`src/verilog/ooo_pkg.sv`:
```
package ooo_pkg;

    // Major opcodes accepted by dispatch
    localparam logic [6:0] opc_op     = 7'b0110011;  // Register-register arithmetic
    localparam logic [6:0] opc_op_imm = 7'b0010011;  // Register-immediate arithmetic

    localparam logic [2:0] f3_add = 3'b000;          // add sub addi mul
    localparam logic [2:0] f3_xor = 3'b100;
    localparam logic [2:0] f3_or  = 3'b110;
    localparam logic [2:0] f3_and = 3'b111;

    localparam logic [6:0] f7_base   = 7'b0000000;   // Plain R-type
    localparam logic [6:0] f7_alt    = 7'b0100000;   // Selects sub
    localparam logic [6:0] f7_muldiv = 7'b0000001;   // M extension group

    localparam logic unit_alu = 1'b0;                // Issue goes to the ALU
    localparam logic unit_mul = 1'b1;                // Issue goes to the multiplier

    // One 32-bit word seen as R-type or I-type fields
    typedef union packed {
        struct packed {
            logic [6:0] funct7;
            logic [4:0] rs2;
            logic [4:0] rs1;
            logic [2:0] funct3;
            logic [4:0] rd;
            logic [6:0] opcode;
        } r;
        struct packed {
            logic [11:0] imm;
            logic [4:0]  rs1;
            logic [2:0]  funct3;
            logic [4:0]  rd;
            logic [6:0]  opcode;
        } i;
    } inst_word_u;

    typedef enum logic [2:0] {alu_add, alu_sub, alu_and, alu_or, alu_xor} alu_op_e;

endpackage

```
`src/verilog/alu_unit.sv`:
```
`timescale 1ns/1ns

module alu_unit #(
    parameter int tag_width = 3
) (
    input  logic                 clk,
    input  logic                 rst,
    input  logic                 flush,
    input  logic                 iss_valid,
    input  logic                 iss_unit,
    input  ooo_pkg::alu_op_e     iss_op,
    input  logic [tag_width-1:0] iss_tag,
    input  logic [31:0]          iss_a,
    input  logic [31:0]          iss_b,
    output logic                 alu_done,
    output logic [tag_width-1:0] alu_tag,
    output logic [31:0]          alu_value
);

    logic        take;                               // Issue is addressed to this unit
    logic [31:0] result;

    assign take = iss_valid & (iss_unit == ooo_pkg::unit_alu);

    always_comb begin
        case (iss_op)
            ooo_pkg::alu_add: result = iss_a + iss_b;
            ooo_pkg::alu_sub: result = iss_a - iss_b;
            ooo_pkg::alu_and: result = iss_a & iss_b;
            ooo_pkg::alu_or:  result = iss_a | iss_b;
            ooo_pkg::alu_xor: result = iss_a ^ iss_b;
            default:          result = 32'd0;
        endcase
    end

    always_ff @(posedge clk) begin
        if (rst || flush)
            alu_done <= 1'b0;                        // Kill anything in the result slot
        else
            alu_done <= take;
    end

    always_ff @(posedge clk) begin
        if (take) begin
            alu_tag   <= iss_tag;                    // Tag rides with the value
            alu_value <= result;
        end
    end

endmodule

```
`config.mk`:
```
export PLATFORM = sky130hd
export DESIGN_NAME = alu_unit
export DESIGN_NICKNAME = d
export VERILOG_FILES = /design/src/verilog/ooo_pkg.sv /design/src/verilog/alu_unit.sv
export SDC_FILE = /design/constraint.sdc
export NUM_CORES = 1
export LEC_CHECK = 0
export ABC_AREA = 1
export BUFFER_PORTS_ARGS = -buffer_cell sky130_fd_sc_hd__buf_2
export CAP_MARGIN = 20
export CORE_MARGIN = 3
export CORE_UTILIZATION = 40
export CTS_CLUSTER_SIZE = 10
export DETAILED_ROUTE_END_ITERATION = 8
export GPL_TIMING_DRIVEN = 0
export PLACE_DENSITY = 0.69
export SLEW_MARGIN = 40
export SYNTH_ARGS = -nofsm -noshare
export SYNTH_HDL_FRONTEND = slang
export SYNTH_SLANG_ARGS = --single-unit
```
`constraint.sdc`:
```
create_clock -name clk -period 2.9 [get_ports clk]
set_clock_uncertainty 0.1 [all_clocks]
set_input_delay 0.145 -clock clk [delete_from_list [all_inputs] [get_ports clk]]
set_output_delay 0.145 -clock clk [all_outputs]
set_load 0.005 [all_outputs]
```
==> impl_metrics.toml <==
[detailed_routing]
drcViolationCount = 0
drtIter0Drc = 588
firstDrtPassIters = 7
num_vias = 6441
ant_nets = 0
routed_wl_um = 19230
wl_per_cell_um = 15.22
via_per_inst = 5.100

[sta]
fin_hold_ws_ps = 101.7
worstMarginPinSlew_ps = 664.6
fmax_mhz = 360.1
drv_slew = 0
fin_crit_sh_pct = 95.75
slew-limit-headroom_pct = 55.70
setup_viol = 0
finalHoldViolCount = 0
fin_ws_ps = 123.2
period_needed_ps = 2777

[worst_setup_path]
worst_setup_path_start_kind = "input pin"
crit_buf_inv = 2
path_common_cell = "nand2_1"
path_delay_family = "simple AND/OR/NAND/NOR gates"
cp_slowest_cell = "ha_1"
crit_chain = "buf_2 > inv_4 > ha_4 > nand3_2 > nor2_4 > nand2_4 > nor2_4 > nand2_2 > nand2_2 > nand3_2 > xor2_1 > ha_1 > nand2_1 > nor2_2 > nand2_1 > nor3_2 > nand2_1 > nand2_1 > nand2_1 > nand3_1 > nand2_1"
path_class = "input pin to flip-flop"
arrival_ps = 2710
cp_max_fo = 4
crit_required_ps = 2840
cp-end-kind = "flip-flop"
slowest_delay_ps = 360

[synthesis]
synth_top_family_by_area = "simple AND/OR/NAND/NOR gates"
yosysMostFrequentCell = "nand2_1"
syn_area_sq_um = 6056
synth_edf_count = 35
ys.flop_type = "edfxtp_1"
syn-num-nets = 1122
synth_xor_xnor_area_share_pct = 4.339
yosysWarningCount = 0
synthSimpleGateAreaFrac_pct = 35.37
synth_mux_area_share_pct = 0
synth_compound_area_share_pct = 9.690
synth.top_cell.area_share_pct = 19.83
syn_avg_cell_area_sq_um = 6.375
synth-seq-cells = 36
synth_cell_types = 40
synth_commonest_cells = "nand2_1, inv_1, nor2_1"
yosys-top-cells-area = "ha_1, nand2_1, edfxtp_1"
async_reset_ff_share_pct = 0
synthCells = 950
synth_fa_ha_area_share_pct = 20.17
synth_seq_area_share_pct = 17.69
yosysTopAreaCell = "ha_1"

[power]
p_leak_nw = 4.068
clockPowerShare_pct = 27.1
internal-power_mw = 1.453
pwr-share-seq_pct = 26.1
swShare_pct = 40.38
ir_worst_vdd_mv = 0.2127
power.total_mw = 2.437
p_switching_mw = 0.9840
p_per_area_nw_per_um2 = 332.6
share_comb_of_total_power_pct = 46.8

[floorplanning]
rows = 44
ioPinCount = 111
initial_core_util_pct = 41.20
die-area_sq_um = 16650
die_w_um = 129.0
die_h_um = 129.0
core_sq_um = 14700

[layout]
layout-drive-gt1-share_pct = 20.30
multi_input_comb_area_sq_um = 4394
area_delta_synth_final_pct = 20.97
nFillCells = 1532
layout.cells.non_filler = 1263
ff_latch_area_sq_um = 1071
diodes = 0
final_nets = 1250

[cts]
clk_pin_slew_ps = 60
cts_tree = "yes"
clock-sinks = 36
cts_root_buf = "clkbuf_16"
clk_path_buf_depth = 2
h-tree-depth = 2
cts_buffers = 5

[placement]
dpl.cell_count = 1246
dpl_worst_slack_ps = -381.1
portBuffers = 110
gp_congestion = 0.9648
dp_hpwl_um = 15730

[run_status]
status = "finished clean"

[global_route]
grt_max_degree = 20
grt_pass1_vias = 5834
grt_pass1_wl_um = 29570
grt_overflow = 0
grt_usage_pct = 22.69
antenna_found_initial = 0

[worst_hold_path]
hold_class = "input pin to flip-flop"

[job]
maxCapViolCount = 0
[final timing paths]
path                  from             to  slack (ps)  cells past startpoint
setup / recovery  iss_b[0]  alu_value[28]         120                     21
hold / removal    iss_unit     alu_tag[0]         100                      2
[final cells by class]
type	count	area share (%)
buffer	15	1.281
clock buffer	5	1.708
clock inverter	3	0.5807
inverter	180	9.325
multi-input combinational	719	59.98
sequential	36	14.62
tap	184	3.143
timing repair buffer	121	9.360
[routing by layer]
layer / routed length [um] / part of all wire (%) / track usage (%)
met5: 0 / 0 / 0
met1: 8867 / 46 / 32.87
met3: 1230 / 6.4 / 2.143
met2: 8709 / 45 / 36.34
met4: 421 / 2.2 / 5.744
[cells in the final DEF (no fill, tap or decap), types with 7 or more instances in the layout]
master,n
edfxtp_1,35
or2_2,7
xor2_1,29
inv_1,174
o21ai_0,11
a21oi_1,24
o21ai_1,10
nand4_1,12
nand2_1,276
nand3_1,48
ha_1,88
buf_2,119
nand2_2,23
nor2_4,8
a221oi_1,21
nor2_1,89
nor2_2,13
nand3b_1,8
[registers in the layout, summed over array words and instances, names as in the netlist]
name / cells
alu_value: 32
alu_tag: 3
alu_done: 1
[logic make-up after synthesis]
kind of cell	after synthesis
and+or+nand+nor	501
xor gates and xnor gates	30
DFF	36
buffers and inverters	195
AOI/OAI and AO/OA	91
adders and majority gates	97
[metrics by stage]
stage | area (sq um) | utilization [%] | setup TNS [ps]
floorplan | 6056 | - | 0
global placement | 6837 | 46.51 | -13510
detailed placement | 6899 | 46.94 | -3703
CTS | 7127 | 48.48 | 0
global route | 7326 | 49.84 | -168.8
finish | 7326 | 49.84 | 0
[power by group through the flow]
stage	registers (mW)	clock network, mW	logic [mW]
floorplan	0.656	0	0.702
finish	0.635	0.661	1.14
detailed placement	0.647	0	1.06
global route	0.639	0.695	1.28
CTS	0.636	0.674	1.08
global placement	0.649	0	1.04
[timing repair]
| item | CTS | global route |
|---|---|---|
| hold buffers | 5 | 0 |
| pin swaps | 0 | 10 |
| gates resized for setup | 4 | 50 |
| endpoints found under the setup margin | 4 | 19 |
| buffers inserted | 0 | 4 |
| endpoints found under the hold margin | 4 | 0 |
(Power assumes the default switching activity.)
