`src/verilog/reorder_buffer.sv`:
```
`timescale 1ns/1ns

module reorder_buffer #(
    parameter int rob_depth = 8,
    parameter int tag_width = 3
) (
    input  logic                 clk,
    input  logic                 rst,
    input  logic                 alloc,
    input  logic [4:0]           alloc_dest,
    input  logic                 alloc_we,
    input  logic                 alloc_exc,
    input  logic [31:0]          alloc_pc,
    output logic [tag_width-1:0] alloc_tag,
    output logic                 full,
    output logic [31:0]          pending,
    input  logic                 alu_done,
    input  logic [tag_width-1:0] alu_tag,
    input  logic [31:0]          alu_value,
    input  logic                 mul_done,
    input  logic [tag_width-1:0] mul_tag,
    input  logic [31:0]          mul_value,
    output logic                 commit_valid,
    output logic [4:0]           commit_dest,
    output logic [31:0]          commit_value,
    output logic                 commit_we,
    output logic                 exc_valid,
    output logic [31:0]          exc_pc,
    output logic                 flush
);

    logic [rob_depth-1:0] busy;                      // Slot holds an instruction
    logic [rob_depth-1:0] done;                      // Value present or exception known
    logic [rob_depth-1:0] exc;
    logic [rob_depth-1:0] we;
    logic [4:0]           dest  [rob_depth];
    logic [31:0]          value [rob_depth];
    logic [31:0]          pc    [rob_depth];
    logic [tag_width-1:0] head;                      // Oldest entry
    logic [tag_width-1:0] tail;                      // Next free slot
    logic [tag_width:0]   count;
    logic [tag_width:0]   wr_cnt [32];               // In-flight writers per register
    logic [31:0]          wr_inc;
    logic [31:0]          wr_dec;
    logic                 head_ready;
    logic                 head_commit;
    logic                 head_exc;

    assign alloc_tag   = tail;
    assign full        = (count == (tag_width + 1)'(rob_depth));
    assign head_ready  = busy[head] & done[head];
    assign head_commit = head_ready & ~exc[head];
    assign head_exc    = head_ready & exc[head];         // Flush instead of commit

    always_ff @(posedge clk) begin
        if (rst || head_exc) begin
            busy         <= '0;
            done         <= '0;
            exc          <= '0;
            head         <= '0;
            tail         <= '0;
            count        <= '0;
            commit_valid <= 1'b0;
            exc_valid    <= ~rst;                    // Pulse only on the exception path
            flush        <= ~rst;
        end else begin
            commit_valid <= head_commit;
            exc_valid    <= 1'b0;
            flush        <= 1'b0;
            if (alloc) begin
                busy[tail] <= 1'b1;
                done[tail] <= alloc_exc;             // Exception entry needs no unit
                exc[tail]  <= alloc_exc;
                tail       <= tail + 1'b1;
            end
            if (alu_done && busy[alu_tag])
                done[alu_tag] <= 1'b1;
            if (mul_done && busy[mul_tag])
                done[mul_tag] <= 1'b1;               // Both ports may land together
            if (head_commit) begin
                busy[head] <= 1'b0;
                head       <= head + 1'b1;
            end
            count <= count + (tag_width + 1)'(alloc) - (tag_width + 1)'(head_commit);
        end
    end

    always_ff @(posedge clk) begin
        if (alloc) begin
            we[tail]   <= alloc_we;
            dest[tail] <= alloc_dest;
            pc[tail]   <= alloc_pc;
        end
        if (alu_done)
            value[alu_tag] <= alu_value;
        if (mul_done)
            value[mul_tag] <= mul_value;
        if (head_commit) begin
            commit_dest  <= dest[head];
            commit_value <= value[head];
            commit_we    <= we[head];
        end
        if (head_exc)
            exc_pc <= pc[head];
    end

    // Writer released when the register file takes the value
    assign wr_inc = (alloc && alloc_we) ? (32'd1 << alloc_dest) : 32'd0;
    assign wr_dec = (commit_valid && commit_we) ? (32'd1 << commit_dest) : 32'd0;

    always_ff @(posedge clk) begin
        for (int r = 0; r < 32; r++) begin
            if (rst || head_exc)
                wr_cnt[r] <= '0;
            else if (wr_inc[r] && !wr_dec[r])
                wr_cnt[r] <= wr_cnt[r] + 1'b1;
            else if (wr_dec[r] && !wr_inc[r])
                wr_cnt[r] <= wr_cnt[r] - 1'b1;
        end
    end

    always_comb begin
        for (int r = 0; r < 32; r++)
            pending[r] = (wr_cnt[r] != '0);          // Any older writer still open
    end

endmodule

```
`config.mk`:
```
export PLATFORM = sky130hd
export DESIGN_NAME = reorder_buffer
export DESIGN_NICKNAME = d
export VERILOG_FILES = /design/src/verilog/reorder_buffer.sv
export SDC_FILE = /design/constraint.sdc
export NUM_CORES = 1
export LEC_CHECK = 0
export BUFFER_PORTS_ARGS = -buffer_cell sky130_fd_sc_hd__buf_2
export CORE_ASPECT_RATIO = 1.25
export CORE_MARGIN = 8
export CORE_UTILIZATION = 50
export CTS_CLUSTER_SIZE = 12
export DETAILED_ROUTE_END_ITERATION = 12
export GPL_TIMING_DRIVEN = 0
export HOLD_SLACK_MARGIN = 0.12
export PLACE_DENSITY = 0.67
export SLEW_MARGIN = 15
export SYNTH_ARGS = -nofsm -noshare
export SYNTH_HDL_FRONTEND = slang
export SYNTH_SLANG_ARGS = --single-unit
```
`constraint.sdc`:
```
create_clock -name clk -period 5.8 [get_ports clk]
set_clock_uncertainty 0.2 [all_clocks]
set_input_delay 0.58 -clock clk [delete_from_list [all_inputs] [get_ports clk]]
set_output_delay 0.58 -clock clk [all_outputs]
set_load 0.05 [all_outputs]
```
==> results.cfg <==
[routing]
via_per_inst = 6.13
num_vias = 24915
wire_per_inst_um = 25.3
wl_met1_um = 40300
drc = 0
postRouteAntennaNets = 0
dr_wl_met3_um = 6240
first_pass_iters = 5
wl_um = 103000
top_layer = met5
met2_length_um = 53000
drt_iter0_drc = 2114

[synthesis]
netlist.area_leader.share = 0.587
synth_area_leaders = edfxtp_1 59%, mux2_2 9.5%, mux4_2 8.5%
synth_flop_cell = edfxtp_1
ys_seq_elements = 794
synth_nets = 2765
synth-edff-count = 758
synth_cells = 2549
syn-cell-area_um2 = 38800
synth.most_common_cell = edfxtp_1
async_flop_share = 0
seq_area_frac_synth = 0.606
synth_commonest_cells = 758 x edfxtp_1, 327 x mux2_2, 175 x nor2_1
synth_warnings = 0
syn_avg_cell_area_um2 = 15.2
synth_area_leader_cell = edfxtp_1
synth.distinct_cells = 71

[die]
rows = 114
core_area_um2 = 77000
start_util = 0.503
ios = 223
design.die.area_um2 = 86700
die_h_um = 327
die_w_um = 265

[sta]
drv_slew = 0
rsz0062_at_grt = false
fin_crit_ns = 3.74
slew_headroom = 0.201
fin_hold_ws_ns = 0.149
worst_slew_pin_slew_ns = 1.19
finalSetupViolCount = 0
post-route-period-util = 0.646
hold_viol_final = 0
max_freq_ghz = 0.267

[cts]
h-tree-depth = 3
cts_tree = yes
clkTransAtPathRegs_ns = 0.06
numCtsBuffers = 82
post_cts_buffers = 0
clk_latency_ns = 0.66
root_buffer = clkbuf_16
cts_buffer_depth = 3
cts_sinks = 794

[final_layout]
area_delta_synth_final_pct = 18.0
fin_cells = 4065
regArea_um2 = 23500
multi_input_area_um2 = 14400
drive_gt1_frac = 0.318
fin_nets = 3230
nFillCells = 5851

[global_route]
grt_pass1_vias = 25882
gr-total-overflow = 0
antenna_found_initial = 10
grt_max_degree = 33
grt_util_all_layers = 0.233
grt_pass1_wl_um = 155000

[power]
power-per-cell-area_nw_per_um2 = 279
intPower_mw = 9.83
combPwrFrac = 0.088
power_leakage_nw = 15.3
seq_power_share = 0.519
p_sw_mw = 2.95
p_clk_frac = 0.393
peakVddDrop_mv = 0.224
switching_share = 0.231

[setup_path]
crit_slowest_cell = nor2_4
critPathKind = register to register
path_cells = buf_2 -> mux4_2 -> nand2_1 -> o21ai_0 -> nor2_4 -> ha_1 -> inv_1 -> ha_1 -> inv_1 -> fa_1 -> xor2_1 -> nor2_1
crit_path_start_kind = register
path_max_fanout = 11
cpPeakStageDelay_ns = 0.63
worst-path-buf-inv = 3
path_delay_family = adder cells
critPathCaptureType = register
critPathRequiredTime_ns = 6.14
worstPathArrival_ns = 4.08

[placement]
dp_hpwl_um = 70100
place_congestion = 0.940
dp_cells = 3788
portBuffers = 216

[status]
status = finished, final reports clean

[run]
drv_cap = 0

[hold_path]
hold_path.class = input port to register
==> kinds of logic (layout without fill, tap and decap cells) <==
group	after synthesis	in the layout	share of synthesized area
buf+inv	235	760	0.0255
mux	515	515	0.191
fa+ha+maj	102	102	0.0331
simple gates	503	503	0.0659
flops	794	794	0.606
compound gates	396	396	0.0780
other cells	0	5	0
xor+xnor	4	4	0.000904
==> registers in the layout (all words and copies together) (netlist names) <==
register and count:
done 8, commit_we 1, flush 1, exc 8
dest 40, exc_pc 32, value 256, count 4
commit_dest 5, busy 8, commit_valid 1, wr_cnt 128
we 8, pc 256, commit_value 32, alloc_tag 3
head 3
==> final timing paths <==
| check | start | cells after the start | slack [ns] | end |
|---|---|---|---|---|
| setup / recovery | head[1] | 12 | 2.06 | count[2] |
| setup reg to reg | head[1] | 12 | 2.06 | count[2] |
| hold / removal | alloc_exc | 3 | 0.15 | done[2] |
| hold reg to reg | exc[7] | 2 | 0.29 | exc[7] |
==> worst min-delay path, cell delays in order <==
cell and delay (ns):
buf_2 0.14, mux2i_1 0.09, a31oi_1 0.15
==> timing repair <==
item	in CTS	in global routing
hold endpoints to repair	503	0
hold buffers	128	0
gates resized for setup	0	0
==> layout make-up <==
type,instances,share of cell area
sequential,794,0.514
multi-input combinational,1520,0.316
timing repair buffer,381,0.0672
clock buffer,122,0.0495
tap,986,0.0270
buffer,127,0.0127
inverter,108,0.00887
clock inverter,22,0.00493
antenna,5,0.000274
==> placed cells by master, fill, tap and decap left out, drive strengths merged, types with 8 or more instances in the layout <==
master | synthesis | routed
edfxtp | 758 | 758
mux2 | 328 | 328
buf | 74 | 327
nor2 | 175 | 175
clkbuf | 53 | 175
mux4 | 146 | 146
dlygate4sd3 | 0 | 128
nand2 | 127 | 127
inv | 108 | 113
ha | 101 | 101
a211oi | 84 | 84
a21oi | 72 | 72
nor3 | 55 | 55
mux2i | 41 | 41
dfxtp | 36 | 36
o211ai | 30 | 30
a221oi | 30 | 30
a22o | 30 | 30
a22oi | 27 | 27
o21ai | 23 | 23
a32oi | 22 | 22
a31oi | 18 | 18
or3b | 16 | 16
clkinv | 0 | 15
nand2b | 14 | 14
nand3 | 14 | 14
o21a | 13 | 13
nand4b | 11 | 11
a2bb2oi | 10 | 10
or2 | 10 | 10
nor3b | 9 | 9
nand3b | 8 | 8
o221a | 8 | 8
==> stage by stage <==
step           instance area, um2  power [mW]   util  setup WS [ns]  TNS (ns)
6_report                    45700        12.8  0.594           2.06         0
5_1_grt                     45700        13.2  0.594           1.87         0
4_1_cts                     45700        12.9  0.593           2.07         0
3_5_place_dp                41900        7.79  0.544           1.61         0
3_3_place_gp                41100        7.71  0.533          -2.13   -261.09
2_1_floorplan               38800        7.38      -           1.14         0
==> power by group through the flow <==
stage               clock [mW]  combinational, mW  sequential (mW)
finish                    5.02               1.13             6.63
global route              5.31               1.21             6.65
CTS                       5.11               1.13             6.63
detailed placement           0               1.05             6.75
global placement             0              0.963             6.75
floorplan                    0              0.638             6.75
==> layer usage <==
metal / vias up / global-route usage
li1: 11114 / -
met1: 12743 / 0.280
met2: 854 / 0.417
met3: 194 / 0.0417
met4: 10 / 0.0825
met5: - / 0
No activity file was read; power rests on OpenSTA's default activity.
