## src/verilog/ooo_pkg.sv

```systemverilog
package ooo_pkg;

    // Major opcodes accepted by dispatch
    localparam logic [6:0] opc_op     = 7'b0110011;  // Register-register arithmetic
    localparam logic [6:0] opc_op_imm = 7'b0010011;  // Register-immediate arithmetic

    localparam logic [2:0] f3_add = 3'b000;          // add sub addi mul
    localparam logic [2:0] f3_xor = 3'b100;
    localparam logic [2:0] f3_or  = 3'b110;
    localparam logic [2:0] f3_and = 3'b111;

    localparam logic [6:0] f7_base   = 7'b0000000;   // Plain R-type
    localparam logic [6:0] f7_alt    = 7'b0100000;   // Selects sub
    localparam logic [6:0] f7_muldiv = 7'b0000001;   // M extension group

    localparam logic unit_alu = 1'b0;                // Issue goes to the ALU
    localparam logic unit_mul = 1'b1;                // Issue goes to the multiplier

    // One 32-bit word seen as R-type or I-type fields
    typedef union packed {
        struct packed {
            logic [6:0] funct7;
            logic [4:0] rs2;
            logic [4:0] rs1;
            logic [2:0] funct3;
            logic [4:0] rd;
            logic [6:0] opcode;
        } r;
        struct packed {
            logic [11:0] imm;
            logic [4:0]  rs1;
            logic [2:0]  funct3;
            logic [4:0]  rd;
            logic [6:0]  opcode;
        } i;
    } inst_word_u;

    typedef enum logic [2:0] {alu_add, alu_sub, alu_and, alu_or, alu_xor} alu_op_e;

endpackage

```

## src/verilog/mul_unit.sv

```systemverilog
`timescale 1ns/1ns

module mul_unit #(
    parameter int tag_width = 3
) (
    input  logic                 clk,
    input  logic                 rst,
    input  logic                 flush,
    input  logic                 iss_valid,
    input  logic                 iss_unit,
    input  logic [tag_width-1:0] iss_tag,
    input  logic [31:0]          iss_a,
    input  logic [31:0]          iss_b,
    output logic                 mul_done,
    output logic [tag_width-1:0] mul_tag,
    output logic [31:0]          mul_value
);

    logic                 take;
    logic                 s1_valid;                  // Stage 1 operand capture
    logic [tag_width-1:0] s1_tag;
    logic [31:0]          s1_a;
    logic [31:0]          s1_b;
    logic                 s2_valid;                  // Stage 2 full product
    logic [tag_width-1:0] s2_tag;
    logic [63:0]          s2_prod;

    assign take = iss_valid & (iss_unit == ooo_pkg::unit_mul);

    // Valids only; up to three multiplies in flight
    always_ff @(posedge clk) begin
        if (rst || flush) begin
            s1_valid <= 1'b0;
            s2_valid <= 1'b0;
            mul_done <= 1'b0;
        end else begin
            s1_valid <= take;
            s2_valid <= s1_valid;
            mul_done <= s2_valid;
        end
    end

    always_ff @(posedge clk) begin
        s1_tag    <= iss_tag;
        s1_a      <= iss_a;
        s1_b      <= iss_b;
        s2_tag    <= s1_tag;
        s2_prod   <= s1_a * s1_b;                    // 32 by 32 into 64
        mul_tag   <= s2_tag;
        mul_value <= s2_prod[31:0];                  // Low word is the same signed or unsigned
    end

endmodule

```

## config.mk

```make
export PLATFORM = sky130hd
export DESIGN_NAME = mul_unit
export DESIGN_NICKNAME = d
export VERILOG_FILES = /design/src/verilog/ooo_pkg.sv /design/src/verilog/mul_unit.sv
export SDC_FILE = /design/constraint.sdc
export NUM_CORES = 1
export LEC_CHECK = 0
export CAP_MARGIN = 20
export CORE_MARGIN = 3
export CORE_UTILIZATION = 45
export CTS_BUF_LIST = sky130_fd_sc_hd__clkbuf_4
export DETAILED_ROUTE_END_ITERATION = 16
export DONT_BUFFER_PORTS = 1
export PLACE_DENSITY = 0.58
export SYNTH_ARGS = -nofsm -noshare
export SYNTH_HDL_FRONTEND = slang
export SYNTH_SLANG_ARGS = --single-unit
export TNS_END_PERCENT = 1
```

## constraint.sdc

```tcl
create_clock -name clk -period 7.8 [get_ports clk]
set_input_delay 0.39 -clock clk [delete_from_list [all_inputs] [get_ports clk]]
set_output_delay 0.39 -clock clk [all_outputs]
set_load 0.01 [all_outputs]
```

==> results.json <==
{
  "status": "finished, final reports clean",
  "multi_input_area_mm2": 0.0141,
  "post-cts-setup-buffers": 0,
  "synth_ff_type": "sky130_fd_sc_hd__dfxtp_1",
  "firstDrtPassIters": 5,
  "regToRegEndpoint": "s2_prod[31]$_DFF_P_",
  "synth_edf_count": 0,
  "rsz0062_at_grt": "no",
  "ios": 108,
  "postSynthRegisterBits": 140,
  "average_via_count_per_standard_cell": 4.97,
  "floorplan.die.width_um": 209,
  "synth_nets": 2436,
  "critical_path_cell_sequence": "buf_4 > and2_1 > fa_1 > inv_1 > fa_1 > fa_1 > fa_1 > inv_1 > fa_1 > inv_1 > fa_1 > inv_1 > fa_1 > fa_1 > ha_1 > nand4_1 > nor2_1 > nor3b_1 > nor4_2 > buf_4 > o31ai_1 > a311oi_2 > xnor2_1",
  "maximum_number_of_pins_on_one_net_before_global_route_repair": 27,
  "area.growth.synth_to_final_pct": 9.60,
  "cts_num_sinks": 140,
  "cts_tree": "yes",
  "antenna_found_initial": 3,
  "cts_root_buf": "sky130_fd_sc_hd__clkbuf_4",
  "crit_fanout": 16,
  "drt_drc": 0,
  "netlist_instances": 1833,
  "cts.htree.levels": 4,
  "place_congestion": 0.879,
  "required_ns": 8.39,
  "critical_path.startpoint_type": "flop",
  "yosysWarningCount": 0,
  "wl_mm": 48.4,
  "crit_slowest_cell": "sky130_fd_sc_hd__fa_1",
  "layout_cells_sized_above_1_pct": 4.89,
  "fp-row-count": 73,
  "route.antenna.remaining_nets": 0,
  "fill_cells": 3727,
  "synth.distinct_cells": 41,
  "period_needed_ns": 7.45,
  "tightest_slew_ns": 0.913,
  "seq_area_mm2": 0.00281,
  "grt_first_pass_wirelength_mm": 76.7,
  "syn-mean-instance-area_um2": 10.1,
  "synth_top_cells_by_area": "sky130_fd_sc_hd__fa_1 (44%), sky130_fd_sc_hd__dfxtp_1 (15%), sky130_fd_sc_hd__and2_1 (13%)",
  "min_delay_worst_endpoint": "s1_b[15]$_DFF_P_",
  "minimum_setup_slack_among_reg_to_reg_paths_ns": 0.35,
  "critPathMaxStageDelay_ns": 0.55,
  "synth_async_sr_flop_share_pct": 0,
  "worst_slew_margin_rel_pct": 39.1,
  "tritoncts.num_buffers": 17,
  "io_buffer_count": 0,
  "detail_route.wl_per_cell_um": 19.9,
  "hpwlAfterDp_mm": 39.3,
  "total_global_routing_overflow": 0,
  "hp-start": "iss_b[15]",
  "worst_min_delay_path_category": "input port to flop",
  "die-area_mm2": 0.0436,
  "setup.worst_path.class": "flop to flop",
  "first_global_vias": 13400,
  "netlist_area_mm2": 0.0185,
  "clk_latency_ns": 0.74,
  "rr_worst_depth": 23,
  "most-common-layout-cells": "sky130_fd_sc_hd__fa_1 (408), sky130_fd_sc_hd__and2_1 (371), sky130_fd_sc_hd__inv_1 (356)",
  "initial_utilization_pct": 46.1,
  "detail_route.iter0.violations": 595,
  "worstHoldPathCells": 1,
  "clk_transition_reported_paths_ns": 0.18,
  "instances_no_fill": 2433,
  "die_height_um": 209,
  "placedCellCount": 2325,
  "seq_area_frac_synth_pct": 15.1,
  "regToRegStartpoint": "s1_b[3]$_DFF_P_",
  "route.vias.total": 12100,
  "crit_top_cell": "sky130_fd_sc_hd__fa_1",
  "fin_worst_skew_ns": 0.0492,
  "clock_tree.buffer_depth": 2,
  "setup_viol_count_final": 0,
  "critPathCaptureType": "flop",
  "area_share_of_the_leading_cell_type_in_the_synthesized_netlist_pct": 44.1,
  "hold_viol_final": 0,
  "fin_crit_sh_pct": 95.6,
  "fmax_mhz": 134,
  "nets": 2493,
  "floorplan.core_area_mm2": 0.0402,
  "critical_path_arrival_ns": 8.05,
  "final_max_slew_viol_count": 0,
  "tns_ns": 0,
  "grtUsageTotal_pct": 23.4,
  "final_common_cell": "sky130_fd_sc_hd__fa_1",
  "synth_top_cell_by_area": "sky130_fd_sc_hd__fa_1",
  "cap_viol_max_count": 0
}
stage by stage:
stage / setup slack [ns] / utilization [%] / hold slack (ns) / area [µm²]
6_report: 0.346 / 50.5 / 0.179 / 20300
5_1_grt: 0.0213 / 50.5 / 0.0730 / 20300
4_1_cts: 0.101 / 50.5 / 0.0810 / 20300
3_5_place_dp: 0.128 / 47.9 / 0.312 / 19200
3_3_place_gp: 0.443 / 47.9 / 0.311 / 19200
2_1_floorplan: 1.16 / - / 0.310 / 18500
state kept, by name, indices dropped and copies added (netlist names), 3 cells and up:
name and flops:
mul_value 32, s1_a 32, s1_b 32, s2_prod 32
mul_tag 3, s1_tag 3, s2_tag 3
kinds of logic (layout without fill, tap and decap cells):
group                    Yosys count  count (layout)  synth area share, %
AND/OR/NAND/NOR                  574             574                 17.0
adder cells (fa/ha/maj)          531             531                 52.4
buffers and inverters            436             505                 8.83
flip-flops                       140             140                 15.1
XOR/XNOR                          85              85                 4.02
AO/OA/AOI/OAI                     66              66                 2.60
multiplexers                       1               1               0.0540
other                              0               6                    0
worst max-delay path by stage:
stage	from	endpoint	slack (ns)	cells past startpoint
6_report	s1_b[3]$_DFF_P_	s2_prod[31]$_DFF_P_	0.35	23
5_1_grt	s1_b[3]$_DFF_P_	s2_prod[31]$_DFF_P_	0.02	23
4_1_cts	s1_b[6]$_DFF_P_	s2_prod[31]$_DFF_P_	0.10	22
3_5_place_dp	s1_b[6]$_DFF_P_	s2_prod[31]$_DFF_P_	0.13	22
3_3_place_gp	s1_b[7]$_DFF_P_	s2_prod[31]$_DFF_P_	0.44	22
2_1_floorplan	s1_b[3]$_DFF_P_	s2_prod[31]$_DFF_P_	1.16	23
repair_timing:
item | CTS | global route
endpoints found under the hold margin | 70 | 0
hold buffers | 71 | 0
setup endpoints to repair | 0 | 3
gates resized for setup | 0 | 6
per-layer routing:
layer	global-route usage [%]	part of all wire (%)	wire length, µm
met3	5.55	5.2	2490
met5	0	0.027	13
met4	7.60	3.2	1540
met2	38.3	48	23100
met1	31.0	44	21200
Yosys cell counts (2+ instances only):
cell                       instances
sky130_fd_sc_hd__nand3_1           3
sky130_fd_sc_hd__nand2b_1          4
sky130_fd_sc_hd__dfxtp_1         140
sky130_fd_sc_hd__and2_1          371
sky130_fd_sc_hd__nand4_1           4
sky130_fd_sc_hd__o21ai_0           6
sky130_fd_sc_hd__xor2_1           19
sky130_fd_sc_hd__a21o_1           18
sky130_fd_sc_hd__nor3_1            3
sky130_fd_sc_hd__o22ai_1           4
sky130_fd_sc_hd__clkbuf_1         80
sky130_fd_sc_hd__or3_1             2
sky130_fd_sc_hd__a21oi_1          16
sky130_fd_sc_hd__inv_1           356
sky130_fd_sc_hd__and3_1            4
sky130_fd_sc_hd__ha_1            123
sky130_fd_sc_hd__nor2_1           11
sky130_fd_sc_hd__or2_2             2
sky130_fd_sc_hd__nor2b_1           2
sky130_fd_sc_hd__nand2_1         166
sky130_fd_sc_hd__fa_1            408
sky130_fd_sc_hd__xnor2_1          66
sky130_fd_sc_hd__a211oi_1          3
sky130_fd_sc_hd__a211oi_2          2
sky130_fd_sc_hd__o21a_1            4
critical path: cells and delay by family (launching register included):
kind / cells / cell delay, ns
AND/OR/NAND/NOR: 5 / 0.99
adder cells (fa/ha/maj): 9 / 4.31
AO/OA/AOI/OAI: 2 / 0.72
XOR/XNOR: 1 / 0.16
buffers and inverters: 6 / 0.66
flip-flops: 1 / 0.51
area by class of cell:
type	instances	area share [%]
repair buffers	118	5.24
multi-input cells	1257	69.4
well taps	525	3.23
inverters	356	6.58
diodes	6	0.0739
clock buffers	17	0.628
flip-flops and latches	140	13.8
clock inverters	14	1.03
Power is left out: the tool's default activity adds up to more than one toggle a clock period on the data nets, which glitch-free logic cannot reach.
