--- config.mk ---
export PLATFORM = sky130hd
export DESIGN_NAME = dispatch_stage
export DESIGN_NICKNAME = d
export VERILOG_FILES = /design/src/verilog/ooo_pkg.sv /design/src/verilog/dispatch_stage.sv
export SDC_FILE = /design/constraint.sdc
export NUM_CORES = 1
export LEC_CHECK = 0
export BUFFER_PORTS_ARGS = -buffer_cell sky130_fd_sc_hd__buf_2
export CORE_AREA = 2 2 114 116
export DETAILED_ROUTE_END_ITERATION = 8
export DIE_AREA = 0 0 116 118
export PLACE_DENSITY = 0.74
export SLEW_MARGIN = 20
export SYNTH_ARGS = -nofsm -noshare
export SYNTH_HDL_FRONTEND = slang
export SYNTH_SLANG_ARGS = --single-unit
--- constraint.sdc ---
create_clock -name clk -period 22.7 [get_ports clk]
set_clock_uncertainty 0.15 [all_clocks]
set_input_delay 4.54 -clock clk [delete_from_list [all_inputs] [get_ports clk]]
set_output_delay 4.54 -clock clk [all_outputs]
set_load 0.02 [all_outputs]
--- src/verilog/ooo_pkg.sv ---
package ooo_pkg;

    // Major opcodes accepted by dispatch
    localparam logic [6:0] opc_op     = 7'b0110011;  // Register-register arithmetic
    localparam logic [6:0] opc_op_imm = 7'b0010011;  // Register-immediate arithmetic

    localparam logic [2:0] f3_add = 3'b000;          // add sub addi mul
    localparam logic [2:0] f3_xor = 3'b100;
    localparam logic [2:0] f3_or  = 3'b110;
    localparam logic [2:0] f3_and = 3'b111;

    localparam logic [6:0] f7_base   = 7'b0000000;   // Plain R-type
    localparam logic [6:0] f7_alt    = 7'b0100000;   // Selects sub
    localparam logic [6:0] f7_muldiv = 7'b0000001;   // M extension group

    localparam logic unit_alu = 1'b0;                // Issue goes to the ALU
    localparam logic unit_mul = 1'b1;                // Issue goes to the multiplier

    // One 32-bit word seen as R-type or I-type fields
    typedef union packed {
        struct packed {
            logic [6:0] funct7;
            logic [4:0] rs2;
            logic [4:0] rs1;
            logic [2:0] funct3;
            logic [4:0] rd;
            logic [6:0] opcode;
        } r;
        struct packed {
            logic [11:0] imm;
            logic [4:0]  rs1;
            logic [2:0]  funct3;
            logic [4:0]  rd;
            logic [6:0]  opcode;
        } i;
    } inst_word_u;

    typedef enum logic [2:0] {alu_add, alu_sub, alu_and, alu_or, alu_xor} alu_op_e;

endpackage

--- src/verilog/dispatch_stage.sv ---
`timescale 1ns/1ns

module dispatch_stage #(
    parameter int tag_width = 3
) (
    input  logic                 clk,
    input  logic                 rst,
    input  logic                 in_valid,
    output logic                 in_ready,
    input  logic [31:0]          in_inst,
    input  logic [31:0]          in_pc,
    input  logic                 full,
    input  logic [31:0]          pending,
    input  logic                 flush,
    output logic                 alloc,
    output logic [4:0]           alloc_dest,
    output logic                 alloc_we,
    output logic                 alloc_exc,
    output logic [31:0]          alloc_pc,
    input  logic [tag_width-1:0] alloc_tag,
    output logic [4:0]           rs1_addr,
    output logic [4:0]           rs2_addr,
    input  logic [31:0]          rs1_data,
    input  logic [31:0]          rs2_data,
    output logic                 iss_valid,
    output logic                 iss_unit,
    output ooo_pkg::alu_op_e     iss_op,
    output logic [tag_width-1:0] iss_tag,
    output logic [31:0]          iss_a,
    output logic [31:0]          iss_b
);

    ooo_pkg::inst_word_u word;                       // Incoming word in both views
    ooo_pkg::alu_op_e    dec_op;                     // Decoded ALU operation
    ooo_pkg::alu_op_e    f3_op;                      // Operation implied by funct3 alone
    logic                f3_ok;                      // funct3 is one of the supported four
    logic                legal;
    logic                dec_unit;
    logic                is_imm;
    logic                uses_rs2;
    logic                hazard;
    logic                exc_pend;                   // Illegal word accepted, flush not seen yet

    assign word = in_inst;

    always_comb begin
        f3_ok = 1'b1;
        f3_op = ooo_pkg::alu_add;
        case (word.i.funct3)
            ooo_pkg::f3_add: f3_op = ooo_pkg::alu_add;
            ooo_pkg::f3_xor: f3_op = ooo_pkg::alu_xor;
            ooo_pkg::f3_or:  f3_op = ooo_pkg::alu_or;
            ooo_pkg::f3_and: f3_op = ooo_pkg::alu_and;
            default:         f3_ok = 1'b0;       // Shifts and compares are outside the subset
        endcase
    end

    always_comb begin
        legal    = 1'b0;
        dec_unit = ooo_pkg::unit_alu;
        dec_op   = f3_op;
        is_imm   = 1'b0;
        uses_rs2 = 1'b0;
        if (word.r.opcode == ooo_pkg::opc_op) begin
            uses_rs2 = 1'b1;
            if (word.r.funct7 == ooo_pkg::f7_base) begin
                legal = f3_ok;                           // add xor or and
            end else if (word.r.funct7 == ooo_pkg::f7_alt && word.r.funct3 == ooo_pkg::f3_add) begin
                legal  = 1'b1;
                dec_op = ooo_pkg::alu_sub;
            end else if (word.r.funct7 == ooo_pkg::f7_muldiv
                         && word.r.funct3 == ooo_pkg::f3_add) begin
                legal    = 1'b1;
                dec_unit = ooo_pkg::unit_mul;
            end
        end else if (word.i.opcode == ooo_pkg::opc_op_imm) begin
            is_imm = 1'b1;
            legal  = f3_ok;                              // addi xori ori andi
        end
    end

    assign rs1_addr = word.r.rs1;
    assign rs2_addr = word.r.rs2;

    // RAW check against writes still in flight; illegal words read nothing
    assign hazard   = legal & (pending[rs1_addr] | (uses_rs2 & pending[rs2_addr]));
    assign in_ready = ~full & ~hazard & ~exc_pend;

    assign alloc      = in_valid & in_ready;
    assign alloc_dest = word.r.rd;
    assign alloc_we   = legal & (word.r.rd != 5'd0);     // x0 writes are dropped at commit
    assign alloc_exc  = ~legal;
    assign alloc_pc   = in_pc;

    always_ff @(posedge clk) begin
        if (rst || flush) begin
            exc_pend  <= 1'b0;
            iss_valid <= 1'b0;
        end else begin
            if (alloc && !legal)
                exc_pend <= 1'b1;                        // Hold off younger words
            iss_valid <= alloc & legal;                  // Illegal entry gets no issue
        end
    end

    always_ff @(posedge clk) begin
        if (alloc) begin
            iss_unit <= dec_unit;
            iss_op   <= dec_op;
            iss_tag  <= alloc_tag;
            iss_a    <= rs1_data;
            iss_b    <= is_imm ? {{20{word.i.imm[11]}}, word.i.imm} : rs2_data;
        end
    end

endmodule

==> results.json <==
{
  "status": "completed",
  "total_power_mw": 0.3384,
  "nets": 588,
  "drive_gt1_share_pct": 62.82,
  "maxCapViolCount": 0,
  "synth-main-ff-cell": "edfxtp_1",
  "wl_per_cell_um": 16.18,
  "slowest_stage": "buf_4",
  "die_area_um2": 13690,
  "crit_type": "in -> out",
  "rows": 41,
  "min_period_over_period_pct": 52.53,
  "diodes": 0,
  "tightest_slew_ns": 0.8877,
  "end_kind": "primary output",
  "slowest_delay_ns": 0.66,
  "r2r_start": "exc_pend",
  "utilization_pct": 39.45,
  "stdcell_count": 597,
  "via_per_inst": 4.516,
  "path_common_cell": "buf_2",
  "cts_sinks": 73,
  "worstSetupStartpointType": "input pin",
  "hold_class": "reg -> reg",
  "ys_async_sr_fraction_pct": 0,
  "grt_pass1_wl_mm": 14.18,
  "clock_latency_ns": 0.33,
  "setup_viol": 0,
  "cts_resized": 0,
  "antenna_found_initial": 0,
  "whs_ns": 0.3815,
  "place_area_um2": 4609,
  "crit_end": "alloc",
  "setup_slack_ns": 10.78,
  "ys_types": 41,
  "crit_path_start": "in_inst[20]",
  "cts.root.buffer_cell": "clkbuf_16",
  "power_density_nw_per_um2": 69.11,
  "timing.rr.end": "iss_b[13]",
  "grt_max_degree": 73,
  "clk_pin_slew_ns": 0.06,
  "place_inst": 581,
  "die_h_um": 118,
  "overflow": 0,
  "synth_enable_flop_cells": 71,
  "setup_tns_ns": 0,
  "avgSynthCellArea_um2": 15.40,
  "dr.pass1.iters": 6,
  "postCtsSetupRepairBufs": 0,
  "die_w_um": 116,
  "dp_hpwl_mm": 7.728,
  "netlist_area_um2": 3650,
  "p_leak_nw": 2.215,
  "post-route-min-period_ns": 11.92,
  "r2r_cells": 4,
  "syn_nets": 405,
  "rsz0062_at_grt": "false",
  "hold_buffers": 0,
  "htreeDepth": 3,
  "coreArea_um2": 12410,
  "ys_warn_count": 0,
  "ys_seq_area_share_pct": 59.51,
  "path_max_fanout": 72,
  "syn_inst": 237,
  "pre_cts_ws_ns": 10.75,
  "drv_slew": 0,
  "cts_tree": "yes",
  "numCtsBuffers": 9,
  "regToRegSetupSlack_ns": 20.79,
  "io_pins": 291,
  "ys_ff_latch": 73,
  "drt_iter0_markers": 156,
  "arrival_ns": 7.23,
  "design_area_um2": 4897,
  "io_buffers": 226,
  "initial_utilization_pct": 29.40,
  "maxSlewHeadroom_pct": 40.82,
  "totalWireLength_mm": 9.657,
  "crit_required_ns": 18.01,
  "drcViolationCount": 0,
  "grt_usage_pct": 13.66,
  "clockBufferDepth": 2,
  "area_delta_synth_final_pct": 34.18,
  "postRouteAntennaNets": 0,
  "path_cells": "buf_2 > mux2_2 > mux4_2 > o221ai_2 > o21ai_2 > a21oi_4 > buf_4 > buf_2",
  "vias": 2696,
  "fmax_mhz": 83.86,
  "ir_drop_v": 0.00003108,
  "grt_pass1_vias": 2805,
  "gp_congestion": 0.8388,
  "finalHoldViolations": 0
}
flip-flops by register name, indices dropped and copies added (netlist names):
register   flops
exc_pend       1
iss_a         32
iss_b         32
iss_op         3
iss_tag        3
iss_unit       1
iss_valid      1
worst max-delay path: cells and delay by family:
kind	cells	cell delay (ns)
muxes	2	0.86
AOI/OAI and AO/OA	3	0.45
buffers and inverters	3	1.31
placed cells by master (no fill, tap or decap), drive strengths merged, types with 2 or more instances in the layout:
cell	count
a21o	21
a21oi	3
buf	229
clkbuf	9
clkinvlp	3
dfxtp	2
edfxtp	71
inv	8
mux2	19
mux2i	9
mux4	14
nand2	5
nand2b	2
nor2	6
nor3	4
o21ai	2
routing by layer:
metal / track usage (%) / up-vias / share of wire, %
met5: 0 / - / 0
met4: 7.068 / 0 / 2.7
met3: 3.090 / 31 / 8.6
met2: 25.29 / 162 / 53
met1: 14.00 / 1274 / 36
li1: - / 1229 / -
synthesized netlist by cell type, types with 2 or more instances:
master | instances | area (µm²)
a21oi_1 | 3 | 15.01
a21o_1 | 21 | 157.7
mux4_1 | 2 | 52.55
mux4_2 | 12 | 270.3
edfxtp_1 | 71 | 2132
mux2_4 | 3 | 45.04
nand2_1 | 5 | 18.77
mux2i_1 | 9 | 90.09
mux2_1 | 12 | 135.1
mux2_2 | 4 | 45.04
inv_1 | 4 | 15.01
nand2b_1 | 2 | 12.51
clkbuf_1 | 2 | 7.510
nor3_1 | 4 | 20.02
buf_2 | 5 | 25.02
nor2_1 | 6 | 22.52
dfxtp_1 | 2 | 40.04
buf_4 | 47 | 352.8
report_power, final:
group | total, mW | internal [mW] | switching [mW]
Sequential | 0.156 | 0.155 | 0.00135
Combinational | 0.0481 | 0.0222 | 0.0259
Clock | 0.134 | 0.0762 | 0.0578
final cells by class:
type / instances / area, µm²
Clock buffer: 9 / 225.2
Tap cell: 172 / 215.2
Clock inverter: 7 / 62.56
Inverter: 5 / 18.77
Sequential cell: 73 / 2172
Timing Repair Buffer: 229 / 1154
Fill cell: 1214 / 7517
Multi-Input combinational cell: 102 / 1050
how the worst min path moves through the flow:
| stage | startpoint | endpoint | slack, ns | cells after the start |
|---|---|---|---|---|
| 2_1_floorplan | exc_pend | exc_pend | 0.34 | 2 |
| 3_3_place_gp | exc_pend | exc_pend | 0.35 | 2 |
| 3_5_place_dp | exc_pend | exc_pend | 0.38 | 2 |
| 4_1_cts | exc_pend | exc_pend | 0.39 | 2 |
| 5_1_grt | exc_pend | exc_pend | 0.42 | 2 |
| 6_report | exc_pend | exc_pend | 0.38 | 2 |
cell families (layout without fill, tap and decap cells):
group	after synthesis	in the layout	synth area share, %
and+or+nand+nor	26	26	3.943
DFF	73	73	59.51
AOI/OAI and AO/OA	34	34	7.028
buffers and inverters	62	250	12.03
muxes	42	42	17.48
No activity file was read; power rests on OpenSTA's default activity.
